===== src/verilog/mtimer_config.svh =====
`ifndef MTIMER_CONFIG_SVH
`define MTIMER_CONFIG_SVH

// ***********************************************************
// Machine timer build configuration
// ***********************************************************

// Harts served, one mtimecmp and one mtip each
`define MTIMER_NUM_HARTS 4

// Requesters in front of the register file
`define MTIMER_NUM_PORTS 2

// Byte address of a register access
`define MTIMER_ADDR_W 12

// Register width, mtime and mtimecmp are both this wide
`define MTIMER_DATA_W 64

`endif

===== src/verilog/mtimer_pkg.sv =====
`include "mtimer_config.svh"

package mtimer_pkg;

  // ***********************************************************
  // Register bus payloads
  // ***********************************************************

  // One access, 1 + 12 + 64 bits
  typedef struct packed {
    logic                      wr;
    logic [`MTIMER_ADDR_W-1:0] addr;
    logic [`MTIMER_DATA_W-1:0] wdata;
  } reg_req_t;

  // One result, 64 + 1 bits
  typedef struct packed {
    logic [`MTIMER_DATA_W-1:0] rdata;
    logic                      err;
  } reg_rsp_t;

  // ***********************************************************
  // Register map
  // ***********************************************************

  // mtime at the bottom of the window
  localparam logic [`MTIMER_ADDR_W-1:0] MTIME_OFFSET = 'h000;

  // Hart h compare register at MTIMECMP_BASE + 8*h
  localparam logic [`MTIMER_ADDR_W-1:0] MTIMECMP_BASE = 'h008;

endpackage


===== src/verilog/mtimer_top.sv =====
`timescale 1ns/1ps
`include "mtimer_config.svh"

module mtimer_top (
  input  wire                          i_aclk,
  input  wire                          i_rst,
  input  logic                         i_mtime_tick,
  input  logic [`MTIMER_NUM_HARTS-1:0] i_stoptime,
  // Hart-side port
  input  logic                         i_p0_req,
  input  mtimer_pkg::reg_req_t         i_p0_cmd,
  output logic                         o_p0_ack,
  output mtimer_pkg::reg_rsp_t         o_p0_rsp,
  // System port for debug and boot
  input  logic                         i_p1_req,
  input  mtimer_pkg::reg_req_t         i_p1_cmd,
  output logic                         o_p1_ack,
  output mtimer_pkg::reg_rsp_t         o_p1_rsp,
  output logic [`MTIMER_NUM_HARTS-1:0] o_mtip
);

  import mtimer_pkg::*;

  // Arbiter to register file
  logic     bus_req;
  reg_req_t bus_cmd;
  logic     bus_ack;
  reg_rsp_t bus_rsp;

  mtimer_port_arbiter u_arb (
    .i_aclk    (i_aclk),
    .i_rst     (i_rst),
    .i_p0_req  (i_p0_req),
    .i_p0_cmd  (i_p0_cmd),
    .o_p0_ack  (o_p0_ack),
    .o_p0_rsp  (o_p0_rsp),
    .i_p1_req  (i_p1_req),
    .i_p1_cmd  (i_p1_cmd),
    .o_p1_ack  (o_p1_ack),
    .o_p1_rsp  (o_p1_rsp),
    .o_bus_req (bus_req),
    .o_bus_cmd (bus_cmd),
    .i_bus_ack (bus_ack),
    .i_bus_rsp (bus_rsp)
  );

  mtimer_regfile u_regs (
    .i_aclk       (i_aclk),
    .i_rst        (i_rst),
    .i_mtime_tick (i_mtime_tick),
    .i_stoptime   (i_stoptime),
    .i_bus_req    (bus_req),
    .i_bus_cmd    (bus_cmd),
    .o_bus_ack    (bus_ack),
    .o_bus_rsp    (bus_rsp),
    .o_mtip       (o_mtip)
  );

endmodule


===== src/verilog/mtimer_regfile.sv =====
`timescale 1ns/1ps
`include "mtimer_config.svh"

module mtimer_regfile (
  input  wire                          i_aclk,
  input  wire                          i_rst,
  input  logic                         i_mtime_tick,
  input  logic [`MTIMER_NUM_HARTS-1:0] i_stoptime,
  input  logic                         i_bus_req,
  input  mtimer_pkg::reg_req_t         i_bus_cmd,
  output logic                         o_bus_ack,
  output mtimer_pkg::reg_rsp_t         o_bus_rsp,
  output logic [`MTIMER_NUM_HARTS-1:0] o_mtip
);

  import mtimer_pkg::*;

  localparam int unsigned NH = `MTIMER_NUM_HARTS;
  localparam int unsigned AW = `MTIMER_ADDR_W;
  localparam int unsigned DW = `MTIMER_DATA_W;
  localparam int unsigned HW = (NH > 1) ? $clog2(NH) : 1;

  logic [DW-1:0] mtime;
  logic [DW-1:0] mtimecmp [NH];

  logic          access;
  logic          stop_all;
  logic          hit_mtime;
  logic          hit_cmp;
  logic [AW-1:0] cmp_off;
  logic [AW-4:0] cmp_slot;
  logic [HW-1:0] cmp_idx;
  logic [DW-1:0] rd_data;

  // New request seen, ack not yet raised
  assign access   = i_bus_req && !o_bus_ack;
  // Counter halts only when every hart asks for it
  assign stop_all = &i_stoptime;

  // ***********************************************************
  // Address decode
  // ***********************************************************

  always_comb begin
    cmp_off   = i_bus_cmd.addr - MTIMECMP_BASE;
    cmp_slot  = cmp_off[AW-1:3];
    cmp_idx   = cmp_slot[HW-1:0];
    hit_mtime = (i_bus_cmd.addr == MTIME_OFFSET);
    hit_cmp   = (i_bus_cmd.addr[2:0] == 3'b000) &&
                (i_bus_cmd.addr >= MTIMECMP_BASE) &&
                (cmp_slot < NH);
  end

  // Writes and errors return zero data
  always_comb begin
    rd_data = '0;
    if (!i_bus_cmd.wr) begin
      if (hit_mtime) begin
        rd_data = mtime;
      end else if (hit_cmp) begin
        rd_data = mtimecmp[cmp_idx];
      end
    end
  end

  // ***********************************************************
  // Timer state
  // ***********************************************************

  // Software write wins over a tick
  always_ff @(posedge i_aclk) begin
    if (i_rst) begin
      mtime <= '0;
    end else if (access && i_bus_cmd.wr && hit_mtime) begin
      mtime <= i_bus_cmd.wdata;
    end else if (i_mtime_tick && !stop_all) begin
      mtime <= mtime + 1'b1;
    end
  end

  always_ff @(posedge i_aclk) begin
    if (i_rst) begin
      for (int h = 0; h < NH; h++) begin
        mtimecmp[h] <= '1;
      end
    end else if (access && i_bus_cmd.wr && hit_cmp) begin
      mtimecmp[cmp_idx] <= i_bus_cmd.wdata;
    end
  end

  // One cycle behind the counter and compare values
  always_ff @(posedge i_aclk) begin
    if (i_rst) begin
      o_mtip <= '0;
    end else begin
      for (int h = 0; h < NH; h++) begin
        o_mtip[h] <= (mtime >= mtimecmp[h]);
      end
    end
  end

  // ***********************************************************
  // Bus handshake
  // ***********************************************************

  always_ff @(posedge i_aclk) begin
    if (i_rst) begin
      o_bus_ack <= 1'b0;
    end else if (access) begin
      o_bus_ack <= 1'b1;
    end else if (!i_bus_req) begin
      o_bus_ack <= 1'b0;
    end
  end

  always_ff @(posedge i_aclk) begin
    if (access) begin
      o_bus_rsp.rdata <= rd_data;
      o_bus_rsp.err   <= !(hit_mtime || hit_cmp);
    end
  end

endmodule


===== src/verilog/mtimer_port_arbiter.sv =====
`timescale 1ns/1ps
`include "mtimer_config.svh"

module mtimer_port_arbiter (
  input  wire                  i_aclk,
  input  wire                  i_rst,
  input  logic                 i_p0_req,
  input  mtimer_pkg::reg_req_t i_p0_cmd,
  output logic                 o_p0_ack,
  output mtimer_pkg::reg_rsp_t o_p0_rsp,
  input  logic                 i_p1_req,
  input  mtimer_pkg::reg_req_t i_p1_cmd,
  output logic                 o_p1_ack,
  output mtimer_pkg::reg_rsp_t o_p1_rsp,
  output logic                 o_bus_req,
  output mtimer_pkg::reg_req_t o_bus_cmd,
  input  logic                 i_bus_ack,
  input  mtimer_pkg::reg_rsp_t i_bus_rsp
);

  import mtimer_pkg::*;

  localparam int unsigned NP = `MTIMER_NUM_PORTS;
  localparam int unsigned PW = $clog2(NP);

  typedef enum logic [1:0] {ST_IDLE, ST_FWD, ST_ACK, ST_REL} arb_state_t;

  arb_state_t    state;
  logic [PW-1:0] grant;
  logic [PW-1:0] last;
  logic [PW-1:0] pick;
  logic [NP-1:0] req;
  logic [NP-1:0] ack;
  reg_req_t      cmd [NP];
  reg_rsp_t      rsp [NP];

  assign req    = {i_p1_req, i_p0_req};
  assign cmd[0] = i_p0_cmd;
  assign cmd[1] = i_p1_cmd;

  assign o_p0_ack = ack[0];
  assign o_p1_ack = ack[1];
  assign o_p0_rsp = rsp[0];
  assign o_p1_rsp = rsp[1];

  // Search starts just after the last winner, so it has lowest priority
  always_comb begin
    int unsigned nxt;
    pick = last;
    for (int k = NP; k >= 1; k--) begin
      nxt = (int'(last) + k) % NP;
      if (req[nxt]) begin
        pick = nxt[PW-1:0];
      end
    end
  end

  // ***********************************************************
  // Grant FSM
  // ***********************************************************

  always_ff @(posedge i_aclk) begin
    if (i_rst) begin
      state     <= ST_IDLE;
      grant     <= '0;
      last      <= PW'(NP - 1);
      o_bus_req <= 1'b0;
      ack       <= '0;
    end else begin
      case (state)
        ST_IDLE: if (|req) begin
          grant     <= pick;
          o_bus_req <= 1'b1;
          state     <= ST_FWD;
        end
        // Bus handshake closes while the port ack goes out
        ST_FWD: if (i_bus_ack) begin
          o_bus_req  <= 1'b0;
          ack[grant] <= 1'b1;
          state      <= ST_ACK;
        end
        ST_ACK: if (!req[grant]) begin
          ack[grant] <= 1'b0;
          state      <= ST_REL;
        end
        // Wait for the register file to drop its ack
        ST_REL: if (!i_bus_ack) begin
          last  <= grant;
          state <= ST_IDLE;
        end
        default: state <= ST_IDLE;
      endcase
    end
  end

  always_ff @(posedge i_aclk) begin
    if (state == ST_IDLE && |req) begin
      o_bus_cmd <= cmd[pick];
    end
    if (state == ST_FWD && i_bus_ack) begin
      rsp[grant] <= i_bus_rsp;
    end
  end

endmodule


===== config.mk =====
export PLATFORM = sky130hd
export DESIGN_NAME = mtimer_top
export DESIGN_NICKNAME = d
export VERILOG_FILES = /design/src/verilog/mtimer_pkg.sv /design/src/verilog/mtimer_top.sv /design/src/verilog/mtimer_regfile.sv /design/src/verilog/mtimer_port_arbiter.sv
export VERILOG_INCLUDE_DIRS = /design/src /design/src/verilog
export SDC_FILE = /design/constraint.sdc
export NUM_CORES = 1
export LEC_CHECK = 0
export BUFFER_PORTS_ARGS = -buffer_cell sky130_fd_sc_hd__clkbuf_2
export CAP_MARGIN = 20
export CORE_MARGIN = 4
export CORE_UTILIZATION = 55
export DETAILED_ROUTE_END_ITERATION = 12
export PLACE_DENSITY = 0.78
export REMOVE_ABC_BUFFERS = 1
export SLEW_MARGIN = 20
export SYNTH_ARGS = -nofsm -noshare
export SYNTH_HDL_FRONTEND = slang
export SYNTH_SLANG_ARGS = --single-unit

===== constraint.sdc =====
create_clock -name i_aclk -period 11.58 [get_ports i_aclk]
set_clock_uncertainty 0.05 [all_clocks]
set_input_delay 0.579 -clock i_aclk [delete_from_list [all_inputs] [get_ports i_aclk]]
set_output_delay 0.579 -clock i_aclk [all_outputs]
set_load 0.02 [all_outputs]

# After elaboration in Yosys (flattened, before gate mapping)
# Memory sizes are Yosys's and may differ from the RTL's.
# Cells that the tools add are included.
[word_totals]
reg_bits = 218
latch_bits = 0
wordCells = 111
romBits = 0
out_inout_bits = 136
ram_bits = 386
inputBits = 163
n_memories = 2
[memory_table]
columns = ["name", "depth", "word_bits", "read_ports", "rd_clocked_by_memory_dff", "wr", "line", "source"]
rows = [
  ["u_regs.mtimecmp", 4, 64, 5, 0, 4, "mtimer_regfile.sv:24", "logic [DW-1:0] mtimecmp [NH];"],
  ["u_arb.rsp", 2, 65, 2, 0, 1, "mtimer_port_arbiter.sv:35", "reg_rsp_t rsp [NP];"],
]
[classes]
reduce_logical = 28
n_bitwise = 5
n_mux = 40
eq_ne = 8
shifts = 0
add_sub_neg = 4
mul = 0
div = 0
n_lt_le_gt_ge = 11
[op_table]
columns = ["op", "count"]
rows = [
  ["2-to-1 mux 64 bit", 5],
  [">= comparator 64 bit", 4],
  ["2-to-1 mux 77 bit", 3],
  ["adder 64 x 1 -> 64 bit (second input constant)", 1],
  ["OR reduction 64 bit", 1],
  ["2-to-1 mux 1 bit", 21],
  ["2-to-1 mux 2 bit", 7],
  [">= comparator 12 x 4 -> 1 bit (second input constant)", 1],
  ["logical NOT 12 bit", 1],
  ["subtractor 12 x 4 -> 12 bit (second input constant)", 1],
  ["logical AND 1 bit", 10],
  ["< comparator 9 x 3 -> 1 bit (second input constant)", 1],
  ["case mux 2 bit (4 select lines)", 1],
  ["AND reduction 4 bit", 2],
  ["< comparator 1 x 2 -> 1 bit (second input constant)", 3],
  ["inequality test 2 x 1 -> 1 bit (second input constant)", 3],
  ["AND reduction 3 bit", 2],
  ["nonzero test 2 bit", 3],
  ["== test 2 bit (second input constant)", 2],
  ["inequality test 2 bit (second input constant)", 2],
  ["case mux 2 bit (2 select lines)", 1],
  ["AND reduction 2 bit", 2],
  ["logical NOT 1 bit", 3],
  ["logical NOT 3 bit", 1],
  ["other kinds (14)", 15],
]

# Logic depth before layout (Yosys ltp)
# Gate-level depths: netlist (run 1).
[logic_depth]
word_depth = 9
mapped_depth = 11
mapped_depth_nobuf = 8

# Cells and area by module
# A second synthesis (run 1) with hierarchy kept.
[unflattened]
cells_unflattened = 2628
area_unflattened_um2 = 31504.0
[modules_own_cells]
columns = ["mod", "n_inst", "area_each_um2", "seq_area_each_um2", "cells_each"]
rows = [
  ["mtimer_regfile", 1, 23881.7, 11020.6, 2281],
  ["mtimer_port_arbiter", 1, 7622.3, 6356.1, 347],
]

# Least setup slack after synthesis (run 1)
# Ideal clock, no wire load.
[synth_timing]
path_type = "reg2reg"
from = "reg u_arb.o_bus_req"
to = "mem u_regs.mtimecmp[2][0] (netlist name), enable pin"
required_ps = 11098
slack_ps = 5167
path_stages_with_launch = 7
t_arrival_ps = 5930
n_path_buf = 1
path_cell_list = "dfxtp_1 -> nor2b_1 -> nand2_1 -> nor3b_1 -> nand3b_1 -> clkbuf_1 -> nand2b_1"
[synth_rtl]
columns = ["item", "line", "source"]
rows = [
  ["start: declaration", "mtimer_port_arbiter.sv:15", "output logic o_bus_req,"],
  ["start signal: assignment", "mtimer_port_arbiter.sv:67", "o_bus_req <= 1'b0;"],
  ["start signal: assignment", "mtimer_port_arbiter.sv:73", "o_bus_req <= 1'b1;"],
  ["start signal: assignment", "mtimer_port_arbiter.sv:78", "o_bus_req <= 1'b0;"],
  ["end: declaration", "mtimer_regfile.sv:24", ""],
]

==> impl_metrics.py, run 1 <==
metrics = {
    "sta": {
        "final_hold_viol_count": 0,
        "worstMarginPinSlew_ns": 1.06,
        "max_freq_mhz": 204,
        "min_period_over_period": 0.423,
        "drv_slew": 0,
        "holdWs_ns": 0.206,
        "period_minus_slack_ns": 4.90,
        "setup_viol": 0,
        "rsz0062_at_grt": "false",
        "fin_ws_ns": 6.68,
        "relSlewSlack": 0.286,
    },
    "power": {
        "clockPowerShare": 0.384,
        "p_per_area_nw_per_um2": 156,
        "intPower_mw": 4.17,
        "swShare": 0.255,
        "vdd_drop_max_uv": 147,
        "sequentialPowerShare": 0.504,
        "pwr-share-comb": 0.111,
        "switchingPower_mw": 1.43,
        "leakage_nw": 15.8,
    },
    "detailed_routing": {
        "drc": 0,
        "drt-initial-drc-count": 2289,
        "dr.pass1.iters": 5,
        "vias_per_cell": 5.89,
        "vias": 21817,
        "routed_wl_mm": 81.0,
        "wire_per_inst_um": 21.9,
        "detail-route-antenna-nets": 0,
    },
    "logic_synthesis": {
        "syn_inst": 2608,
        "ys.flop_type": "edfxtp_1",
        "netlist_area_um2": 31400,
        "synthArstFlopShare": 0,
        "synth-seq-cells": 604,
        "ys.warnings.count": 0,
        "avgSynthCellArea_um2": 12.0,
        "ys_seq_area_frac": 0.554,
        "synth_edf_count": 528,
        "synth.distinct_cells": 60,
    },
    "layout": {
        "finalCoreUtilization": 0.637,
        "area_growth_pct": 14.5,
        "antenna_cells": 0,
        "drive_gt1_frac": 0.266,
        "nFillCells": 4232,
        "seq_area_um2": 17400,
        "multi_input_area_um2": 12600,
        "final_nets": 3318,
    },
    "clock_tree": {
        "cts_root_buf": "clkbuf_16",
        "ctsResizeCount": 0,
        "clk_pin_slew_ns": 0.06,
        "cts_hold_buf": 0,
        "h-tree-depth": 2,
        "insertion_delay_ns": 0.63,
        "clk_path_buf_depth": 3,
        "cts_buffers": 61,
        "clock-sinks": 604,
        "cts_tree": "yes",
        "postCtsSetupBuffers": 0,
    },
    "setup_path": {
        "cp_max_fo": 66,
        "crit_top_cell": "buf_4",
        "r2r_start": "u_arb.o_bus_cmd[67]",
        "cp.required_ns": 11.79,
        "crit_path_top_delay_cell": "buf_4",
        "worstSetupPathType": "flip-flop to flip-flop",
        "rr_worst_depth": 11,
        "cp-end-kind": "flip-flop",
        "start_kind": "flip-flop",
        "ff2ff_setup_slack_ns": 6.68,
        "arrival_ns": 5.11,
        "crit_path_cell_trace": "buf_4, inv_1, ha_4, nor2_1, nand3_1, a21oi_1, nor3b_2, buf_4, nand3b_1, nand2b_2, buf_4",
        "cp_slowest_stage_delay_ns": 0.80,
        "reg2reg_to": "u_regs.mtimecmp[2][52]",
    },
    "global_routing": {
        "overflow": 0,
        "track_usage": 0.264,
        "met2_usage": 0.439,
        "grt_max_degree": 78,
        "grt_pass1_wl_mm": 125,
        "use_met1": 0.350,
        "antenna_found_initial": 0,
        "grt_pass1_vias": 22050,
        "grtUsageMet3": 0.0434,
        "top_usage_layer": "met2",
    },
    "worst_hold_path": {
        "holdCritStartpoint": "i_p0_cmd[60]",
        "hold_end": "u_arb.o_bus_cmd[60]",
        "whs_path_depth": 2,
        "holdCritPathClass": "input pin to flip-flop",
    },
    "placement": {
        "place_hpwl_mm": 54.7,
        "io_buffers": 298,
        "place_ws_ns": 6.79,
        "place.gp.congestion": 0.905,
    },
    "floorplan": {
        "ios": 299,
        "std_cell_rows": 87,
        "start_util": 0.556,
        "die_area_um2": 60900,
        "die_h_um": 247,
        "die_w_um": 247,
        "core_area_um2": 56400,
    },
    "job": {
        "maxCapViolCount": 0,
    },
    "outcome": {
        "status": "complete, no violations",
    },
}
-- cells in the final DEF, fill, tap and decap left out, types with 4 or more instances in the layout --
master and instances:
a21o_1 19, xnor2_1 25, nor4_1 14, or3_1 6
clkbuf_1 7, nor3_1 18, nor2b_1 5, o21ai_0 41
clkbuf_16 63, and3_1 9, nor4_4 5, edfxtp_1 528
and4_1 10, nand2_1 237, clkbuf_2 297, or2_1 15
buf_4 25, bufinv_16 12, clkinv_2 11, mux2_2 78
nand2b_1 68, inv_1 274, nand3_1 42, xor2_1 36
a311oi_1 6, or2_2 179, ha_1 261, dfxtp_1 76
a221oi_1 11, a31oi_1 4, a211oi_1 71, clkbuf_8 5
mux4_2 64, a21oi_1 161, nand4_1 64, nand3b_1 4
clkinvlp_4 9, nor2_1 119
-- cell type report --
cell class | count | area share
clock inverters | 40 | 0.0152
multi-input cells | 1627 | 0.352
repair buffers | 324 | 0.0471
well taps | 756 | 0.0263
clock buffers | 75 | 0.0466
flip-flops and latches | 604 | 0.484
inverters | 275 | 0.0288
-- routing by layer --
layer / up-vias / routed length, um
met2: 995 / 38800
li1: 9985 / -
met3: 189 / 6590
met1: 10648 / 32500
met5: - / 0
met4: 0 / 3070
-- flip-flops by register name (all words and copies together) (netlist names), named ones only --
| signal | count |
|---|---|
| u_arb.state | 2 |
| u_arb.o_bus_req | 1 |
| u_regs.o_bus_ack | 1 |
| u_regs.o_bus_rsp | 65 |
| u_regs.o_mtip | 4 |
| u_arb.o_bus_cmd | 77 |
| u_regs.mtime | 64 |
| u_regs.mtimecmp | 256 |
| u_arb.last | 1 |
| u_arb.grant | 1 |
| u_arb.rsp | 130 |
-- power groups by stage --
stage               Clock, mW  Combinational [mW]  Sequential (mW)
floorplan                   0               0.371             2.84
global placement            0               0.613             2.86
detailed placement          0               0.633             2.87
CTS                      2.18               0.636             2.83
global route             2.27               0.673             2.85
finish                   2.15               0.623             2.83
-- cells by family (layout without fill, tap and decap cells) --
logic type | after synthesis | after routing | synth area share
mux | 145 | 145 | 0.0749
compound gates | 337 | 337 | 0.0658
flops | 604 | 604 | 0.554
simple gates | 822 | 822 | 0.138
xor+xnor | 61 | 61 | 0.0170
buf+inv | 377 | 714 | 0.0460
fa+ha+maj | 262 | 262 | 0.104
-- cells in the mapped netlist, types with 18 or more instances --
master	count	area (um^2)
nor2_1	120	450
a21oi_1	161	806
xnor2_1	25	219
dfxtp_1	76	1520
nor3_1	18	90.1
xor2_1	36	315
nand2b_1	71	444
nand4_1	64	400
nand2_1	237	890
o21ai_0	41	205
mux4_2	64	1440
nand3_1	45	225
a21o_1	20	150
edfxtp_1	528	15900
a211oi_1	71	533
inv_1	275	1030
mux2_2	78	878
ha_1	262	3280
clkbuf_1	79	297
or2_2	179	1120
-- worst max-delay path: cells and delay by family, from the launching register on --
family | cells | cell delay [ns]
AOI/OAI and AO/OA | 1 | 0.26
adders and majority gates | 1 | 0.21
buffers and inverters | 4 | 2.09
DFF | 1 | 0.32
and+or+nand+nor | 5 | 1.50
-- stage by stage --
step / TNS, ns / std cells / instance area, um^2 / power [mW]
after global placement: 0 / 3586 / 33700 / 3.47
after CTS: 0 / 3701 / 35900 / 5.64
after detailed placement: 0 / 3586 / 33700 / 3.50
after floorplan: -40.75 / 2506 / 31000 / 3.21
final: 0 / 3701 / 35900 / 5.60
after global routing: 0 / 3701 / 35900 / 5.79
-- worst max-delay path by stage --
stage / startpoint / slack [ns] / depth (start not counted) / end
5_1_grt: u_arb.o_bus_cmd[67] / 6.45 / 11 / u_regs.mtimecmp[2][48]
4_1_cts: u_arb.o_bus_cmd[67] / 6.76 / 11 / u_regs.mtimecmp[2][42]
3_5_place_dp: u_arb.o_bus_cmd[67] / 6.79 / 11 / u_regs.mtimecmp[2][49]
2_1_floorplan: u_arb.o_bus_req / -0.36 / 5 / u_regs.mtimecmp[2][0]
6_report: u_arb.o_bus_cmd[67] / 6.68 / 11 / u_regs.mtimecmp[2][52]
3_3_place_gp: u_arb.o_bus_cmd[67] / 6.91 / 11 / u_regs.mtimecmp[2][49]
Power figures use the tool's default switching activity.
==> run 2: changes to the inputs <==
CORE_UTILIZATION = 54   (was 55)
PLACE_DENSITY = 0.8   (was 0.78)
clock period = 3.95 ns   (was 11.58 ns; I/O delays follow)
==> run 2 against run 1 <==
- hold slack worse by 0.16 ns
- wire length grew 7.1%
- setup slack worse by 6.0 ns
- power rose to 3.0 times the previous value
- non-clock buffer count up 165
- largest power group unchanged
- critical endpoint is now u_regs.mtime[60]
- sequential share of layout area fell by 2.3 points
- final cell count increased by 4.9%
- sequential cell count stayed put
- first-iteration DRC count grew 6.9%
- sequential power rose to 2.9 times the previous value
- critical path depth fell by 5
- via count rose by 3.9%
==> impl_metrics.py, run 2 (synthesized netlist as in run 1, its figures left out) <==
metrics = {
    "setup_path": {
        "cp_max_fo": 10,
        "reg2reg_to": "u_regs.mtime[60]",
        "cp.required_ns": 4.41,
        "arrival_ns": 3.71,
        "start_kind": "flip-flop",
        "cp-end-kind": "flip-flop",
        "r2r_start": "u_regs.mtime[22]",
        "critPathLaunch": "u_regs.mtime[22]",
        "worstSetupPathType": "flip-flop to flip-flop",
        "ff2ff_setup_slack_ns": 0.70,
        "rr_worst_depth": 6,
    },
    "detailed_routing": {
        "detail-route-antenna-nets": 0,
        "vias_per_cell": 5.83,
        "drc": 0,
        "wire_per_inst_um": 22.3,
        "dr.pass1.iters": 5,
        "vias": 22657,
        "routed_wl_mm": 86.8,
        "drt-initial-drc-count": 2446,
    },
    "sta": {
        "max_freq_mhz": 308,
        "drv_slew": 0,
        "period_minus_slack_ns": 3.25,
        "rsz0062_at_grt": "false",
        "setup_viol": 0,
        "min_period_over_period": 0.823,
        "setup_tns_ns": 0,
        "relSlewSlack": 0.267,
        "worstMarginPinSlew_ns": 1.10,
        "final_hold_viol_count": 0,
    },
    "power": {
        "vdd_drop_max_uv": 350,
        "p_per_area_nw_per_um2": 448,
        "report.power.total_mw": 16.9,
        "leakage_nw": 16.6,
    },
    "global_routing": {
        "overflow": 0,
        "grt_pass1_vias": 23407,
        "track_usage": 0.276,
        "grt_max_degree": 95,
        "antenna_found_initial": 4,
        "grt_pass1_wl_mm": 134,
    },
    "layout": {
        "final_common_cell": "edfxtp_1",
        "reg.largest.list": "u_regs.mtimecmp: 256 flops, u_arb.rsp: 130 flops, u_arb.o_bus_cmd: 77 flops",
        "final_nets": 3488,
        "finalNonFillerCells": 3883,
        "final_area_um2": 37700,
        "mostFrequentLayoutCells": "edfxtp_1 (528), clkbuf_2 (297), inv_1 (274)",
        "top_register": "u_regs.mtimecmp",
        "largest_reg_flops": 256,
        "area_growth_pct": 20.2,
        "drive_gt1_frac": 0.253,
        "finalCoreUtilization": 0.655,
    },
    "clock_tree": {
        "cts_buffers": 66,
        "postCtsSetupBuffers": 0,
        "clk_pin_slew_ns": 0.07,
        "cts_tree": "yes",
        "clk_path_buf_depth": 3,
        "h-tree-depth": 3,
        "cts_root_buf": "clkbuf_16",
        "insertion_delay_ns": 0.61,
        "clock-sinks": 604,
    },
    "placement": {
        "place.gp.congestion": 0.943,
        "place_hpwl_mm": 56.1,
        "place_area_um2": 33900,
        "dpl.cell_count": 3605,
        "io_buffers": 298,
    },
    "floorplan": {
        "die_h_um": 249,
        "die_area_um2": 62000,
        "core_area_um2": 57600,
        "std_cell_rows": 88,
        "start_util": 0.545,
        "ios": 299,
        "die_w_um": 249,
    },
    "outcome": {
        "status": "complete, no violations",
    },
    "worst_hold_path": {
        "holdCritStartpoint": "i_p0_req",
        "holdCritPathClass": "input pin to flip-flop",
        "hold_end": "u_arb.o_bus_req",
        "whs_path_depth": 6,
    },
    "job": {
        "maxCapViolCount": 0,
    },
}
run 2: cell count changes in the layout (fill, tap and decap cells not counted), sizes merged:
cell,before,now
clkinvlp,9,7
clkbuf,372,388
diode,0,2
bufinv,12,7
inv,278,276
dlygate4sd3,0,155
clkinv,16,15
buf,27,37
run 2: power by group:
| part | leakage (nW) | internal [mW] | switching, mW |
|---|---|---|---|
| registers | 4.90 | 7.75 | 0.536 |
| clock network | 1.09 | 3.86 | 2.55 |
| logic | 10.6 | 0.892 | 1.29 |
| total | 16.6 | 12.5 | 4.37 |
run 2: metrics by stage:
step | hold slack (ns) | setup WS (ns)
floorplan | 0.212 | -7.99
global placement | 0.374 | 0.906
detailed placement | 0.379 | 0.817
CTS | 0.00730 | 0.767
global route | 0.0718 | 0.488
finish | 0.0464 | 0.699
run 2: final cells by class:
class / instances / area (um^2)
timing repair buffer: 489 / 3430
tap: 765 / 957
multi-input combinational: 1627 / 12600
sequential: 604 / 17400
clock buffer: 91 / 1910
clock inverter: 30 / 353
antenna: 2 / 5.00
fill: 4173 / 19900
inverter: 275 / 1030
run 2: timing repair:
action                    in CTS  in global routing
hold endpoints to repair      78                  0
hold buffers                 155                  0
resized for setup              0                  0
run 2: how the worst max path moves through the flow:
| stage | endpoint | slack (ns) |
|---|---|---|
| after CTS | u_regs.mtime[60] | 0.77 |
| after global placement | u_regs.mtime[60] | 0.91 |
| after floorplan | u_regs.mtimecmp[2][0] | -7.99 |
| final | u_regs.mtime[60] | 0.70 |
| after detailed placement | u_regs.mtime[60] | 0.82 |
| after global routing | u_regs.mtime[51] | 0.49 |
run 2: routing by layer:
metal,global-route usage,up-vias,part of all wire
met1,0.355,11014,0.39
met4,0.109,0,0.037
met5,0,-,0
met3,0.0448,204,0.085
met2,0.471,1125,0.49
li1,-,10314,-
run 2: worst max-delay path, cell delays in order, from the launching register on:
cell and delay, ns:
dfxtp_1 0.55, nand4_1 0.28, or4_1 0.82, nor4_4 0.81
nand4_1 0.21, xor2_1 0.19, a211oi_1 0.24
==> run 3: changes to the inputs <==
ABC_AREA = 1   (was unset)
CORE_UTILIZATION = 55   (was 54)
PLACE_DENSITY = 0.78   (was 0.8)
clock period = 3.14 ns   (was 3.95 ns; I/O delays follow)
==> run 3 against run 2 <==
- wire length rose by 8.3%
- setup slack got worse by 0.45 ns
- hold slack improved by 0.064 ns
- power rose by 36%
- sequential power rose by 23%
- clock power rose by 16%
- critical path depth rose by 3
- synthesized cell count rose by 41%
- clock-buffer cell count rose by 3
- critical path type unchanged
- critical endpoint is now u_regs.mtimecmp[1][18]
- highest routed layer unchanged
==> impl_metrics.py, run 3 <==
metrics = {
    "placement": {
        "place_hpwl_mm": 62.4,
        "dpl.cell_count": 4667,
        "place.gp.congestion": 0.958,
        "io_buffers": 298,
        "place_area_um2": 35300,
    },
    "floorplan": {
        "core_area_um2": 59000,
        "start_util": 0.555,
        "ios": 299,
        "die_h_um": 252,
        "std_cell_rows": 89,
        "die_area_um2": 63600,
        "die_w_um": 252,
    },
    "power": {
        "vdd_drop_max_uv": 609,
        "leakage_nw": 17.9,
        "clockPowerShare": 0.325,
        "sequentialPowerShare": 0.447,
        "report.power.total_mw": 22.9,
        "intPower_mw": 15.5,
        "pwr-share-comb": 0.228,
        "p_per_area_nw_per_um2": 589,
        "switchingPower_mw": 7.35,
        "swShare": 0.321,
    },
    "global_routing": {
        "grt_max_degree": 128,
        "use_met1": 0.388,
        "grt_pass1_wl_mm": 146,
        "antenna_found_initial": 0,
        "top_usage_layer": "met2",
        "track_usage": 0.291,
        "met2_usage": 0.484,
        "overflow": 0,
        "grtUsageMet3": 0.0498,
        "grt_pass1_vias": 27046,
    },
    "logic_synthesis": {
        "synth_simple_gate_area_frac": 0.186,
        "ys.warnings.count": 0,
        "synth-seq-cells": 604,
        "synth_xor_area_frac": 0.00748,
        "synth_area_leader_cell": "edfxtp_1",
        "syn_inst": 3680,
        "ys.flop_type": "edfxtp_1",
        "synthArstFlopShare": 0,
        "synth_edf_count": 528,
        "muxShareOfSynthArea": 0,
        "netlist_area_um2": 32800,
        "ys_seq_area_frac": 0.530,
        "synth-compound-area-share": 0.102,
        "avgSynthCellArea_um2": 8.91,
        "yosysMostFrequentCell": "nand2_1",
        "synth_top_cell_area_share": 0.484,
        "synth_top_family_by_area": "simple AND/OR/NAND/NOR gates",
        "synth-adder-area-share": 0.100,
        "netlist_top_cells_area": "edfxtp_1 (48%), nand2_1 (12%), ha_1 (10%), a21oi_1 (5.5%), inv_1 (5.5%)",
        "synth.distinct_cells": 39,
        "synth_common_cells": "nand2_1 (1070), edfxtp_1 (528), inv_1 (481)",
    },
    "setup_path": {
        "start_kind": "flip-flop",
        "arrival_ns": 3.14,
        "cp_slowest_stage_delay_ns": 0.42,
        "cp_max_fo": 127,
        "cp.required_ns": 3.38,
        "cp-end-kind": "flip-flop",
        "worstSetupPathType": "flip-flop to flip-flop",
        "crit_path_top_delay_cell": "buf_12",
        "crit_top_cell": "nand2_1",
        "crit_path_cell_trace": "nor2_1, nand2_1, nor2_1, nand2_1, nor3_2, nand2_1, nor2_4, buf_12, nand3_1",
    },
    "sta": {
        "max_freq_mhz": 346,
        "holdWs_ns": 0.110,
        "drv_slew": 0,
        "final_hold_viol_count": 0,
        "setup_viol": 0,
        "period_minus_slack_ns": 2.89,
        "min_period_over_period": 0.921,
        "worstMarginPinSlew_ns": 1.00,
        "relSlewSlack": 0.332,
        "rsz0062_at_grt": "false",
    },
    "layout": {
        "antenna_cells": 0,
        "nFillCells": 4508,
        "largest_reg_flops": 256,
        "mostFrequentLayoutCells": "nand2_1 (1067), edfxtp_1 (528), inv_1 (479)",
        "area_growth_pct": 18.7,
        "top_register": "u_regs.mtimecmp",
        "finalNonFillerCells": 4943,
        "final_nets": 4545,
        "drive_gt1_frac": 0.112,
        "final_common_cell": "nand2_1",
        "final_area_um2": 38900,
        "reg.largest.list": "u_regs.mtimecmp: 256 flops, u_arb.rsp: 130 flops, u_arb.o_bus_cmd: 77 flops",
    },
    "clock_tree": {
        "cts_tree": "yes",
        "h-tree-depth": 3,
        "clk_path_buf_depth": 3,
        "cts_root_buf": "clkbuf_16",
        "insertion_delay_ns": 0.62,
        "clk_pin_slew_ns": 0.06,
        "cts_buffers": 66,
        "postCtsSetupBuffers": 0,
        "clock-sinks": 604,
    },
    "detailed_routing": {
        "drc": 0,
        "drt-initial-drc-count": 2760,
        "vias": 27747,
        "dr.pass1.iters": 6,
        "vias_per_cell": 5.61,
        "wire_per_inst_um": 19.0,
        "routed_wl_mm": 93.9,
        "detail-route-antenna-nets": 0,
    },
    "worst_hold_path": {
        "holdCritPathClass": "input pin to flip-flop",
    },
    "job": {
        "maxCapViolCount": 0,
    },
    "outcome": {
        "status": "complete, no violations",
    },
}
==> run 3: changes by cell type in the layout (fill, tap and decap cells not counted), moves of 22 or more <==
cell and delta:
a211oi_1 -70, a21oi_1 +200, inv_1 +205, mux2_2 -78
mux4_2 -64, nand2_1 +830, nand2b_1 -68, nand3_1 +114
nand4_1 -25, nor2_1 +88, o21ai_0 +161, o22ai_1 +22
or2_2 -178
==> run 3: worst max-delay path: cells and delay by family, from the launching register on <==
kind                   cells  cell delay, ns
AND/OR/NAND/NOR            8            1.48
flip-flops                 1            0.37
buffers and inverters      1            0.42
==> run 3: final timing paths <==
path | start | end | slack (ns) | depth (start not counted)
worst max-delay path | u_arb.o_bus_cmd[75] | u_regs.mtimecmp[1][18] | 0.25 | 9
worst min-delay path | i_p1_req | u_arb.state[1] | 0.11 | 5
worst max register to register | u_arb.o_bus_cmd[75] | u_regs.mtimecmp[1][18] | 0.25 | 9
worst min register to register | u_regs.o_bus_rsp[52] | u_arb.rsp[0][52] | 0.38 | 0
==> run 3: kinds of logic (layout without fill, tap and decap cells) <==
group                      count (synthesis)  count (layout)
AOI/OAI and AO/OA                        640             640
DFF                                      604             604
xor gates and xnor gates                  28              28
buffers and inverters                    627            1117
adders and majority gates                262             262
and+or+nand+nor                         1519            1519
==> run 3: final cells by class <==
| type | instances | area, um^2 | share of cell area |
|---|---|---|---|
| clock buffer | 94 | 1870 | 0.0481 |
| timing repair buffer | 510 | 3580 | 0.0919 |
| multi-input combinational | 2449 | 13100 | 0.337 |
| tap | 773 | 967 | 0.0249 |
| sequential | 604 | 17400 | 0.447 |
| clock inverter | 24 | 170 | 0.00437 |
| inverter | 489 | 1840 | 0.0472 |
==> run 3: per-stage QoR <==
step | utilization | setup TNS (ns) | setup WS, ns
2_1_floorplan | - | -4364.84 | -8.60
3_3_place_gp | 0.597 | 0 | 0.397
3_5_place_dp | 0.597 | 0 | 0.360
4_1_cts | 0.659 | 0 | 0.311
5_1_grt | 0.659 | 0 | 0.0856
6_report | 0.659 | 0 | 0.247
==> run 3: routing by layer <==
metal  vias up  share of wire
li1      13208              -
met3       183          0.092
met5         -              0
met4         0          0.028
met1     12985           0.40
met2      1371           0.48
==> run 3: what timing repair did <==
| action | in CTS | in global routing |
|---|---|---|
| resized for setup | 0 | 0 |
| endpoints found under the hold margin | 79 | 0 |
| hold buffers | 157 | 0 |
==> run 3: power groups by stage <==
stage	registers (mW)	clock network, mW	logic (mW)
finish	10.2	7.45	5.22
global route	10.3	7.86	5.70
CTS	10.2	7.52	5.07
detailed placement	10.4	0	4.71
global placement	10.4	0	4.64
floorplan	10.4	0	2.76
